`src/logic/th_config.svh`:
```
`ifndef TH_CONFIG_SVH
`define TH_CONFIG_SVH

////////////////////
// register map, word addresses taken from wb_adr_i[21:1]
////////////////////

`define TH_REG_CTRL_0      21'd0
`define TH_REG_CTRL_1      21'd1
`define TH_REG_CTRL_2      21'd2
`define TH_REG_CTRL_3      21'd3
`define TH_REG_CTRL_4      21'd4

`define TH_REG_STAT_FLAGS  21'd16
`define TH_REG_STAT_ERRCNT 21'd17
`define TH_REG_STAT_FIRST  21'd18

////////////////////
// memory geometry
////////////////////

`define TH_MEM_AW 10 // 1024 words
`define TH_DW     16

`endif
```
`src/logic/th_pkg.sv`:
```
`default_nettype none
`include "th_config.svh"

package th_pkg;

  typedef enum logic [1:0] {
    PAT_CONST = 2'd0,
    PAT_INCR  = 2'd1,
    PAT_WALK1 = 2'd2,
    PAT_LFSR  = 2'd3
  } th_pattern_e;

  typedef enum logic [2:0] {
    IDLE  = 3'd0,
    WRITE = 3'd1,
    READ  = 3'd2,
    DRAIN = 3'd3, // last compare still in flight
    DONE  = 3'd4
  } th_state_e;

  // five 16 bit control registers, CTRL_0 in the low word
  typedef struct packed {
    logic [15:0] inject_idx;
    logic [15:0] seed;
    logic [15:0] count;
    logic [15:0] start_addr;
    logic [11:0] reserved;
    logic        inject_en;
    th_pattern_e pattern;
    logic        start;
  } th_ctrl_t;

  typedef struct packed {
    logic                  run_start;
    logic                  cmp_valid;
    logic                  mismatch;
    logic [`TH_MEM_AW-1:0] cmp_addr;
    logic                  run_done;
  } th_result_t;

endpackage

`default_nettype wire

```
`src/logic/th_engine.sv`:
```
`timescale 1ns/1ps
`default_nettype none
`include "th_config.svh"

module th_engine
  import th_pkg::*;
(
  input  wire                    wb_clk_i,
  input  wire                    wb_rst_i,
  input  wire  th_ctrl_t         ctrl_i,
  output logic                   gen_restart_o,
  output logic                   gen_advance_o,
  input  wire  [`TH_DW-1:0]      gen_data_i,
  output logic                   mem_en_o,
  output logic                   mem_we_o,
  output logic [`TH_MEM_AW-1:0]  mem_addr_o,
  output logic [`TH_DW-1:0]      mem_wdata_o,
  input  wire  [`TH_DW-1:0]      mem_rdata_i,
  output th_result_t             result_o
);

  th_state_e             state_q;
  logic                  start_q;
  logic                  start_accept;
  logic [`TH_MEM_AW-1:0] base_q;
  logic [`TH_MEM_AW-1:0] addr_q;
  logic [15:0]           count_q;
  logic [15:0]           idx_q;
  logic                  inject_en_q;
  logic [15:0]           inject_idx_q;
  logic                  last_word;
  logic                  flip_bit;
  logic                  run_start_q;
  logic                  run_done_q;
  logic                  cmp_pending_q;
  logic [`TH_DW-1:0]     exp_q;
  logic [`TH_MEM_AW-1:0] cmp_addr_q;

  assign start_accept = ctrl_i.start & ~start_q & ((state_q == IDLE) | (state_q == DONE));
  assign last_word    = (idx_q == count_q - 16'd1);
  assign flip_bit     = inject_en_q & (idx_q == inject_idx_q); // never hits when idx >= count

  ////////////////////
  // sequencing
  ////////////////////

  always_ff @(posedge wb_clk_i) begin
    if (wb_rst_i) begin
      state_q       <= IDLE;
      start_q       <= 1'b0;
      base_q        <= '0;
      addr_q        <= '0;
      count_q       <= '0;
      idx_q         <= '0;
      inject_en_q   <= 1'b0;
      inject_idx_q  <= '0;
      run_start_q   <= 1'b0;
      run_done_q    <= 1'b0;
      cmp_pending_q <= 1'b0;
    end else begin
      start_q       <= ctrl_i.start;
      run_start_q   <= start_accept;
      run_done_q    <= (state_q == DRAIN);
      cmp_pending_q <= (state_q == READ);
      case (state_q)
        IDLE, DONE: begin
          if (start_accept) begin
            base_q       <= ctrl_i.start_addr[`TH_MEM_AW-1:0];
            addr_q       <= ctrl_i.start_addr[`TH_MEM_AW-1:0];
            count_q      <= ctrl_i.count;
            inject_en_q  <= ctrl_i.inject_en;
            inject_idx_q <= ctrl_i.inject_idx;
            idx_q        <= '0;
            state_q      <= (ctrl_i.count == 16'd0) ? DRAIN : WRITE;
          end
        end
        WRITE: begin
          addr_q <= addr_q + 1'b1; // wraps at the memory depth
          idx_q  <= idx_q + 16'd1;
          if (last_word) begin
            addr_q  <= base_q;
            idx_q   <= '0;
            state_q <= READ;
          end
        end
        READ: begin
          addr_q <= addr_q + 1'b1;
          idx_q  <= idx_q + 16'd1;
          if (last_word) begin
            state_q <= DRAIN;
          end
        end
        DRAIN:   state_q <= DONE;
        default: state_q <= IDLE;
      endcase
    end
  end

  // expected word lines up with the one cycle memory read
  always_ff @(posedge wb_clk_i) begin
    if (state_q == READ) begin
      exp_q      <= gen_data_i;
      cmp_addr_q <= addr_q;
    end
  end

  assign gen_restart_o = start_accept | ((state_q == WRITE) & last_word);
  assign gen_advance_o = (state_q == WRITE) | (state_q == READ);
  assign mem_en_o      = (state_q == WRITE) | (state_q == READ);
  assign mem_we_o      = (state_q == WRITE);
  assign mem_addr_o    = addr_q;
  assign mem_wdata_o   = gen_data_i ^ {{(`TH_DW-1){1'b0}}, flip_bit};

  always_comb begin
    result_o.run_start = run_start_q;
    result_o.cmp_valid = cmp_pending_q;
    result_o.mismatch  = cmp_pending_q & (mem_rdata_i != exp_q);
    result_o.cmp_addr  = cmp_addr_q;
    result_o.run_done  = run_done_q;
  end

  // a write never overlaps a compare of the read pass
  a_we_in_write: assert property (@(posedge wb_clk_i) disable iff (wb_rst_i)
    mem_we_o |-> (state_q == WRITE) && !result_o.cmp_valid);

endmodule

`default_nettype wire

```
`config.mk`:
```
export PLATFORM = sky130hd
export DESIGN_NAME = th_engine
export DESIGN_NICKNAME = d
export VERILOG_FILES = /design/src/logic/th_pkg.sv /design/src/logic/th_engine.sv
export VERILOG_INCLUDE_DIRS = /design/src /design/src/logic
export SDC_FILE = /design/constraint.sdc
export NUM_CORES = 1
export LEC_CHECK = 0
export ABC_AREA = 1
export ABC_CLOCK_PERIOD_IN_PS = 2000
export BUFFER_PORTS_ARGS = -buffer_cell sky130_fd_sc_hd__buf_2
export CAP_MARGIN = 20
export CORE_MARGIN = 1
export CORE_UTILIZATION = 47
export DETAILED_ROUTE_END_ITERATION = 12
export PLACE_DENSITY = 0.76
export SLEW_MARGIN = 30
export SYNTH_ARGS = -nofsm -noshare
export SYNTH_HDL_FRONTEND = slang
export SYNTH_SLANG_ARGS = --single-unit
```
`constraint.sdc`:
```
create_clock -name wb_clk_i -period 2 [get_ports wb_clk_i]
set_input_delay 0.3 -clock wb_clk_i [delete_from_list [all_inputs] [get_ports wb_clk_i]]
set_output_delay 0.3 -clock wb_clk_i [all_outputs]
set_load 0.02 [all_outputs]
```
Word level (Yosys, flattened, before mapping)

Index checks and enable logic that the tools add are counted.

Flip-flop bits (word level): 102
Word-level logic and storage cells: 54
Output and inout bits: 44

Bitwise operators: 10
Eq/ne operators: 10
Reduce and logical (&&, ||, !) cells: 7
Add/sub/neg operators: 3
Multiplexer cells: 11

Operators with widths:

| cell                  | count |
|---|---|
| $pmux 16 s3           | 1 |
| $eq 16x16->1          | 2 |
| $mux 16               | 2 |
| $pmux 10 s3           | 1 |
| $mux 10               | 2 |
| $add 16x1->16 const B | 1 |
| $logic_not 16->1      | 1 |
| $ne 16x16->1          | 1 |
| $sub 16x1->16 const B | 1 |
| $xor 16x1->16         | 1 |
| $pmux 3 s4            | 1 |
| $add 10x1->10 const B | 1 |
| $mux 3                | 3 |
| $eq 3x2->1 const B    | 2 |
| $and 1x1->1           | 5 |
| $ne 2x2->1 const B    | 2 |
| $reduce_and 2->1      | 2 |
| $eq 3x1->1 const B    | 1 |
| $eq 3x3->1 const B    | 1 |
| $logic_not 3->1       | 1 |
| $or 1x1->1            | 3 |
| $reduce_and 3->1      | 1 |
| $reduce_bool 3->1     | 1 |
| $mux 2                | 1 |
| 3 further kinds       | 3 |

Logic depth before layout (Yosys ltp)

Gate-level depths: netlist (run 1).

Depth in word-level cells: 5
Gate-level depth with buffers: 18
Depth with buffers taken out: 17

Worst setup path after synthesis (run 1)

OpenSTA, ideal clock, no wires.

Path type: register -> output
From: reg count_q[0]
To: out gen_restart_o
Setup slack: -82 ps
Cell stages (with the launch flop): 15
Buffers on the path: 0
Arrival time: 1782 ps
Cells stage by stage: dfxtp_1 inv_2 ha_1 nand3_4 nor2_4 nand3b_1 nand2_1 nand3_1 nor2_1 nand3_2 nand2_2 nand2_2 inv_2 nand2_2 inv_1

Cells in the longest elaborated chain, start to end: 4

RTL lines:

| what                     | line             | text |
|---|---|---|
| start: declaration       | th_engine.sv:27  | `logic [15:0] count_q;` |
| start signal: assignment | th_engine.sv:70  | `count_q <= ctrl_i.count;` |
| $sub 16x1->16            | th_engine.sv:40  | `assign last_word = (idx_q == count_q - 16'd1);` |
| $eq 16x16->1             | th_engine.sv:40  |  |
| $and 1x1->1              | th_engine.sv:107 | `assign gen_restart_o = start_accept \| ((state_q == WRITE) & last_word);` |
| $or 1x1->1               | th_engine.sv:107 |  |
| end: declaration         | th_engine.sv:11  | `output logic gen_restart_o,` |

Every way passes these cells.

Worst setup path after layout (run 1)

From: reg count_q[1]
To: out gen_restart_o

The elaborated chain is that of the path after synthesis.

==> results of run 1 <==
[state kept, by name, indices dropped and copies added (netlist names)]
register and flops:
run_done_q 1, start_q 1, base_q 10, inject_en_q 1
exp_q 16, idx_q 16, run_start_q 1, inject_idx_q 16
mem_addr_o 10, cmp_pending_q 1, state_q 3, cmp_addr_q 10
count_q 16
[power by group through the flow]
stage | registers, mW | clock network [mW] | logic (mW)
after CTS | 2.94 | 1.63 | 3.86
final | 2.95 | 1.61 | 4.06
after floorplan | 3.08 | 0 | 2.37
after global placement | 2.97 | 0 | 3.36
after global routing | 3.01 | 1.73 | 4.48
after detailed placement | 2.98 | 0 | 3.42
[worst max-delay path: stages (launching register included)]
cell	delay (ns)
sky130_fd_sc_hd__dfxtp_2	0.33
sky130_fd_sc_hd__inv_2	0.08
sky130_fd_sc_hd__ha_4	0.15
sky130_fd_sc_hd__nand3_4	0.12
sky130_fd_sc_hd__nor2_4	0.16
sky130_fd_sc_hd__nand3b_1	0.11
sky130_fd_sc_hd__nand2_1	0.10
sky130_fd_sc_hd__nand3_1	0.10
sky130_fd_sc_hd__nor2_2	0.11
sky130_fd_sc_hd__nand3_2	0.10
sky130_fd_sc_hd__nand2_2	0.09
sky130_fd_sc_hd__nand2_2	0.06
sky130_fd_sc_hd__inv_2	0.06
sky130_fd_sc_hd__nand2_4	0.06
sky130_fd_sc_hd__inv_4	0.06
sky130_fd_sc_hd__buf_6	0.10
[how the worst max path moves through the flow]
stage / start / endpoint / slack (ns)
floorplan: count_q[0]$_SDFFE_PP0P_ / gen_restart_o / 0.008
global placement: count_q[1]$_SDFFE_PP0P_ / gen_restart_o / -0.11
detailed placement: count_q[1]$_SDFFE_PP0P_ / idx_q[7]$_SDFFE_PP0P_ / -0.15
CTS: count_q[1]$_SDFFE_PP0P_ / gen_restart_o / -0.39
global route: count_q[1]$_SDFFE_PP0P_ / gen_restart_o / -0.57
finish: count_q[1]$_SDFFE_PP0P_ / gen_restart_o / -0.44
[placed cells by master (no fill, tap or decap), types with 6 or more instances in the layout]
master | synthesis | layout
sky130_fd_sc_hd__a21oi_1 | 29 | 27
sky130_fd_sc_hd__o21ai_0 | 65 | 63
sky130_fd_sc_hd__nand2_2 | 5 | 12
sky130_fd_sc_hd__a21oi_2 | 4 | 6
sky130_fd_sc_hd__buf_4 | 19 | 46
sky130_fd_sc_hd__nor3_1 | 10 | 7
sky130_fd_sc_hd__inv_2 | 8 | 10
sky130_fd_sc_hd__nor2_2 | 12 | 15
sky130_fd_sc_hd__nor2_4 | 4 | 8
sky130_fd_sc_hd__nand3_1 | 24 | 19
sky130_fd_sc_hd__xor2_1 | 19 | 19
sky130_fd_sc_hd__buf_2 | 3 | 119
sky130_fd_sc_hd__nor2_1 | 96 | 90
sky130_fd_sc_hd__nand4_1 | 20 | 20
sky130_fd_sc_hd__dfxtp_1 | 76 | 67
sky130_fd_sc_hd__nor3_2 | 4 | 7
sky130_fd_sc_hd__edfxtp_1 | 26 | 26
sky130_fd_sc_hd__o21ai_1 | 6 | 6
sky130_fd_sc_hd__inv_1 | 91 | 86
sky130_fd_sc_hd__nand2_1 | 146 | 138
sky130_fd_sc_hd__dfxtp_2 | 0 | 7
sky130_fd_sc_hd__xnor2_1 | 14 | 13
sky130_fd_sc_hd__clkbuf_16 | 0 | 9
[layer usage]
metal / vias up / track usage, % / share of wire, %
li1: 2667 / - / -
met1: 2383 / 27.26 / 47
met2: 106 / 36.89 / 48
met3: 15 / 2.909 / 3.6
met4: 0 / 7.289 / 1.9
met5: - / 0 / 0
[layout make-up]
| type | count | area, um^2 | area share, % |
|---|---|---|---|
| Sequential cell | 102 | 2318 | 33.25 |
| Clock inverter | 5 | 33.78 | 0.4845 |
| Timing Repair Buffer | 172 | 1032 | 14.80 |
| Inverter | 100 | 382.9 | 5.491 |
| Tap cell | 143 | 178.9 | 2.566 |
| Clock buffer | 11 | 232.7 | 3.338 |
| Multi-Input combinational cell | 502 | 2794 | 40.07 |
[cell families (layout without fill, tap and decap cells)]
| group | Yosys count | in the layout | share of synthesized area [%] |
|---|---|---|---|
| flip-flops | 102 | 102 | 41.69 |
| buffers and inverters | 143 | 288 | 11.51 |
| adder cells (fa/ha/maj) | 3 | 3 | 0.6797 |
| AND/OR/NAND/NOR | 347 | 349 | 29.36 |
| AO/OA/AOI/OAI | 117 | 117 | 11.53 |
| XOR/XNOR | 33 | 33 | 5.233 |
[metrics by stage]
step	worst slack (ns)	hold WS (ns)	util (%)
floorplan	0.007915	0.3989	-
global placement	-0.1121	0.4517	55.52
detailed placement	-0.1499	0.4607	55.52
CTS	-0.3926	0.1324	60.04
global route	-0.5701	0.1240	61.07
finish	-0.4368	0.1394	61.07
[timing repair]
action,in CTS,in global routing
resized for setup,35,39
buffers inserted,16,8
gates cloned,2,0
setup endpoints to repair,29,32
pin swaps,20,10
==> results.txt, run 1 <==
- Result of the run: finished with violations
* Violated checks: negative setup slack
* Dominant cell by count in the synthesized netlist: sky130_fd_sc_hd__nand2_1
- Synth Instances: 745
- The first global-routing pass estimated 21.38 mm of wire.
- Post-synth top flop: sky130_fd_sc_hd__dfxtp_1
* Count of unique library cells instantiated by Yosys: 45
- Per report_power, the combinational group accounts for a little under half of the total.
* Switching power share of the total: between 40% and 50%
- Summed over all layers, the routed wires come to 13.17 mm.
* Share of the cycle needed by the critical path after routing: 121.8%
- Transition time at the pin with the least slew margin: 0.5110 ns
- Tmin final: 2.437 ns
- Number of flip-flops and latches in the synthesized netlist: 102
* Placer congestion estimate: 0.8629
- Via Count: roughly 5200
- In this run the tightest slew margin relative to its limit is 65.72%.
* Reg2reg path depth: 19
- Top cells by area, synth: sky130_fd_sc_hd__dfxtp_1 (28%), sky130_fd_sc_hd__edfxtp_1 (14%), sky130_fd_sc_hd__nand2_1 (9.9%), sky130_fd_sc_hd__nor2_1 (6.5%), sky130_fd_sc_hd__inv_1 (6.2%)
- Average cell area after synthesis: approximately 7.4 um^2
- The count of cells in the finished layout, fillers not included, comes to 1035.
- Worst reg-to-reg setup slack: -0.29 ns
* Count of buffers inserted at the top-level ports: 121
- The worst setup path is launched from a register.
- Placed wire-length estimate after detailed placement: about 9.5 mm
- Maximum number of pins on one net before global-route repair: 49
* Max-slew violation count: 0
- At the worst endpoint, the arrival time is 2.14 ns.
* Worst Setup Path Type: register to primary output
* Global route total overflow: 0
- Setup repair after global routing missed its margin: yes
- Largest fanout on the critical path: 6
- Sequential power share: 34.2%
- The number of nets in the synthesized netlist is 862.
- The floorplan step defined a die boundary enclosing ~12000 um^2.
- Net total in the final layout: 1004
* Area share of the largest cell type after synthesis: ~28%
- In this run the vertical extent of the chip is 110.4 um.
* Cell type with the largest total area after synthesis: sky130_fd_sc_hd__dfxtp_1
- For hold timing, the worst endpoint is exp_q[10]$_DFFE_PP_.
- Post-synthesis instance area: 5523 um^2
* Sum of internal, switching and leakage power: 8.615 mW
- STA classifies the critical path endpoint as a primary output.
* Ports: between 150 and 200
- Along the worst hold path, the cell count comes to 1.
- Buffers inserted to repair hold after CTS numbered 0.
- Slack of the critical path: -0.4368 ns
- Clock transition time at the flip-flop clock pins of the worst setup and hold paths: ~0.070 ns
- Across the routed clock network, the largest skew measured is 0.008217 ns.
- Ant diodes: 0
* Routed vias/inst: around 5
- In this run the power density over the cells is 1236 nW/um^2.
- Maximum root-to-sink buffer count: 2
- Total negative slack for setup checks: -5.014 ns
* TritonCTS Sinks: 102
- In this run the cell area measured after placement is 6340 um^2.
* All-Layer GR Usage: 21.34%
* TritonCTS clock tree: built
- Number of antenna violations at the first check in global routing: 0
- After filler insertion, the fill cell instance count of the layout stands at 1021.
- Clock network fraction of total power: between 10% and 20%
- Number of global-route vias before repair: between 4000 and 5000
- Hold Fails Final Rpt: 0
- Core Rows: 39
- In this run the critical register-to-register path is captured at mem_addr_o[6]$_SDFFE_PP0P_.
- The share of the Yosys chip area taken by registers is 41.69%.
* DRC Markers: 0
- Setup violations remaining at the end of the flow were counted as 26.
- The floorplan step set the die width to 110.4 um.
- Number of H-tree branching levels: 3
* Fmax: 410.4 MHz
* Clock Root Buffer: sky130_fd_sc_hd__clkbuf_16
- Cell internal power was estimated by the tool at ~5.1 mW.
- Area overhead of the layout relative to synthesis: 26.26%
* Initial core utilization: 48.37%
* Routed wire length per instance: 12.72 um
- The analysis attributes to net switching a power of 3.538 mW.
* Core footprint: around 11000 um^2
- Fraction of layout instances using a drive strength above 1: 31.84%
- Most frequent cells after synthesis: sky130_fd_sc_hd__nand2_1 (146), sky130_fd_sc_hd__nor2_1 (96), sky130_fd_sc_hd__inv_1 (91)
- In this run the remaining antenna-violating nets after routing total 0.
- Yosys mapped a number of flops with a built-in enable equal to 26.
* IR Drop Worst-Case VDD: ~0.63 mV
- Tightest Hold Check Type: input pin to register
- For this run, the number of Yosys warnings is 0.
* Static power due to leakage: 3.234 nW
- Max-cap violations in this run came to 0.
- The finished cells cover 6973 um^2.
- In this run, the number of DRC markers left after iteration 0 of detailed routing was 301.
* CTS Buf Count: 9
- The later pin in the worst-skew pair is clocked with a latency of 0.35 ns.
- Proportion of synthesized flip-flops having asynchronous set or reset: 0%
- STA puts the critical path data required time at roughly 1.7 ns.
- For this run, the detailed router's first-pass iteration total came to 6.
* Startpoint of the most critical hold path: gen_data_i[10]
* Crit Reg-Reg Startpoint: count_q[6]$_SDFFE_PP0P_
- Including well taps, the total number of placed cells is about 1000.
No activity file was read; power rests on OpenSTA's default activity.
==> inputs of run 2 (changes only) <==
HOLD_SLACK_MARGIN = 0.15   (was default)
REMOVE_ABC_BUFFERS = 1   (was default)
==> run 2 against run 1 <==
Effect of this change:
- the run still ends with negative setup slack left
- register-to-register slack worse by 0.19 ns
- flip-flop and latch count stayed put
- utilization is 1.8 points higher
- clock skew is 0.0017 ns lower
- final area is 2.9% higher
==> results.txt, run 2 (synthesis gave the netlist of run 1 again) <==
* Result of the run: finished with violations
* Violated checks: negative setup slack
- Max-slew violation count: 0 (unchanged)
- The pre-CTS setup slack came to -0.2410 ns (-0.09114 ns).
- Via Count: 5302 (+2.5%)
* Largest incremental delay on the critical path: 0.33 ns (about the same)
- From synthesis to final layout, the design area changed by 29.88%.
- The clock latency on the worst-skew pair is 0.35 ns (about the same).
- Sequential power share: 33.3% (-0.9 points)
* Clock Root Buffer: sky130_fd_sc_hd__clkbuf_16
* Antenna-violating nets left: 0 (unchanged)
* Combinational share of power: 47.2% (about the same)
* Most frequent cell on the critical path: sky130_fd_sc_hd__buf_6
- The number of global-route vias before repair was 4982 (+5.9%).
- Slowest cell on the critical path: sky130_fd_sc_hd__dfxtp_2
- Net total in the final layout: 1022 (+1.8%)
- Chain of cells forming the critical path: inv_2, ha_4, nand3_4, nor2_4, nand3b_1, nand2_2, nand3_2, nor2_2, nand3_2, buf_4, buf_4, buf_6, buf_6, buf_6, buf_6, nand2_4, nand3_4, o21ai_2, a21oi_1
- Dominant delay contributor by cell family on the critical path: simple AND/OR/NAND/NOR gates
- Worst Setup Path Type: register to register
- The final worst-path cycle share came to 123.9% (+2.0 points).
- Number of buffer and inverter stages on the critical path: 7 (+3)
* Worst Setup End Kind: register
- Met2 usage: 40.04% (+3.1 points)
- Static power due to leakage: 3.321 nW (+2.7%)
* Ant diodes: 0 (unchanged)
- Number of antenna violations at the first check in global routing: 0 (unchanged)
- Transition time at the pin with the least slew margin: 0.5040 ns (-0.007025 ns)
* First-pass detailed-route iteration total: 5 (-1)
- Routed wire length per instance: 13.26 um (+4.2%)
- The via-per-instance ratio is 5.035 (+0.78%).
* Wire length of the first global-routing pass: 23.00 mm (+7.5%)
- Count of buffers inserted at the top-level ports: 121 (unchanged)
- Setup repair after global routing missed its margin: yes
- The total net switching power was 3.698 mW (+4.5%).
- Placer congestion estimate: 0.8781 (+1.8%)
- TritonCTS clock tree: built
- The end-of-flow core utilization was 62.82% (+1.8 points).
- Worst Path Arrival: 2.72 ns (+0.58 ns)
* GRT met3 Usage: 4.446% (+1.5 points)
* Largest fanout on the critical path: 6 (unchanged)
- Most common cell after layout, fill and taps aside: sky130_fd_sc_hd__nand2_1
- Number of DRC markers in iteration 0: 333 (+11%)
* Max_slew headroom: 66.40% (+0.68 points)
- The CTS buffer count is 9 (unchanged).
- Max-cap violations: 0 (unchanged)
* All-Layer GR Usage: 23.24% (+1.9 points)
- Leaving out fill and tap cells, the most frequent cells in the layout are sky130_fd_sc_hd__nand2_1 (136), sky130_fd_sc_hd__buf_2 (119), sky130_fd_sc_hd__nor2_1 (87).
- The met1 global-route usage was 28.43% (+1.2 points).
- Number of failing setup endpoints in the final timing report: 31 (+19%)
- The share of power burned in the clock network came to 19.4% (+0.7 points).
- The power density over cell area is 1230 nW/um^2 (-0.42%).
- The fraction of layout instances using a drive strength above 1 is 32.42% (+0.58 points).
* Maximum number of pins on one net before global-route repair: 53 (+8.2%)
- The clock-pin transition on the worst setup and hold timing paths is 0.07 ns (about the same).
* Switching power share of the total: 41.91% (+0.84 points)
- The internal power of the cells is 5.127 mW (+0.97%).
* Global-route layer with the greatest usage: met2
- Number of H-tree branching levels: 3 (unchanged)
- Maximum root-to-sink buffer count: 2 (unchanged)
- In this run the worst hold path is classified as input pin to register.
* Global route total overflow: 0 (unchanged)
- Core footprint: 11420 um^2 (unchanged)
- DRC Markers: 0 (unchanged)
* Fmax: 403.6 MHz (-1.6%)
- The site row count is 39 (unchanged).
* Hold Fails Final Rpt: 0 (unchanged)
- Width of the die: 110.4 um (unchanged)
- Required time worst endpoint: 2.24 ns (+0.54 ns)
- The estimated wirelength of the detail-placed design was 9.500 mm (-0.42%).
- The setup slack of the critical path after layout was -0.4776 ns (-0.04085 ns).
- The final wirelength came to 13.96 mm (+6.0%).
- Initial core utilization: 48.37% (unchanged)
- Ports: 158 (unchanged)
* Fill cell count: 980 (-4.0%)
- The worst setup skew after layout was 0.006565 ns (-0.001652 ns).
- The shortest clock period the worst path allows after layout is 2.478 ns (+0.04085 ns).
- Y dimension of the die: 110.4 um (unchanged)
- TritonCTS Sinks: 102 (unchanged)
- Startpoint types: register
* IR Drop Worst-Case VDD: 0.6323 mV (+0.96%)
- The die area came to 12190 um^2 (unchanged).
==> run 2: worst paths after layout <==
path                                start                      endpoint  slack [ns]  cells after the start
min reg2reg  inject_idx_q[4]$_SDFFE_PP0P_  inject_idx_q[4]$_SDFFE_PP0P_        0.47                      2
max reg2reg       count_q[1]$_SDFFE_PP0P_       state_q[1]$_SDFFE_PP0P_       -0.48                     19
max               count_q[1]$_SDFFE_PP0P_       state_q[1]$_SDFFE_PP0P_       -0.48                     19
min                        gen_data_i[14]           exp_q[14]$_DFFE_PP_        0.15                      1
==> run 2: power groups by stage <==
stage	clock network (mW)	registers, mW	logic, mW
after floorplan	0	3.09	2.16
after detailed placement	0	2.97	3.50
after global routing	1.81	3.00	4.61
after CTS	1.73	2.94	3.78
after global placement	0	2.95	3.45
final	1.71	2.94	4.17
==> run 2: layer usage <==
metal | part of all wire [%] | wire length [um]
met2 | 48 | 6717
met3 | 5.5 | 767
met4 | 3.1 | 434
met1 | 43 | 6039
met5 | 0 | 0
==> run 2: layout make-up <==
type                    count  area (um^2)  area share [%]
clock buffers               9        225.2           3.140
clock inverters             7        68.82          0.9594
inverters                 100        377.9           5.268
multi-input cells         502         2806           39.12
flip-flops and latches    102         2308           32.18
well taps                 143        178.9           2.494
repair buffers            190         1207           16.83
==> run 2: what timing repair did <==
| item | 4_1_cts | 5_1_grt |
|---|---|---|
| pin swaps | 18 | 25 |
| gates resized for setup | 36 | 39 |
| setup endpoints to repair | 29 | 32 |
| gates cloned | 2 | 0 |
| endpoints found under the hold margin | 11 | 2 |
| setup buffers | 13 | 6 |
| hold buffers | 11 | 2 |
==> run 2: worst register-to-register path: cells and delay by family, from the launching register on <==
kind	cells	cell delay, ns
adders and majority gates	1	0.16
and+or+nand+nor	9	0.95
AOI/OAI and AO/OA	2	0.19
buffers and inverters	7	0.74
DFF	1	0.33
==> run 2: stage by stage <==
stage	hold WS, ns	instance area, um^2	total power [mW]	TNS [ns]	std cells
after floorplan	0.3624	5263	5.250	-4.553	702
after global placement	0.4538	6370	6.400	-1.275	1009
after detailed placement	0.4637	6370	6.473	-2.813	1009
after CTS	0.1536	6965	8.445	-1.960	1047
after global routing	0.1512	7173	9.420	-9.495	1053
final	0.1512	7173	8.825	-4.186	1053
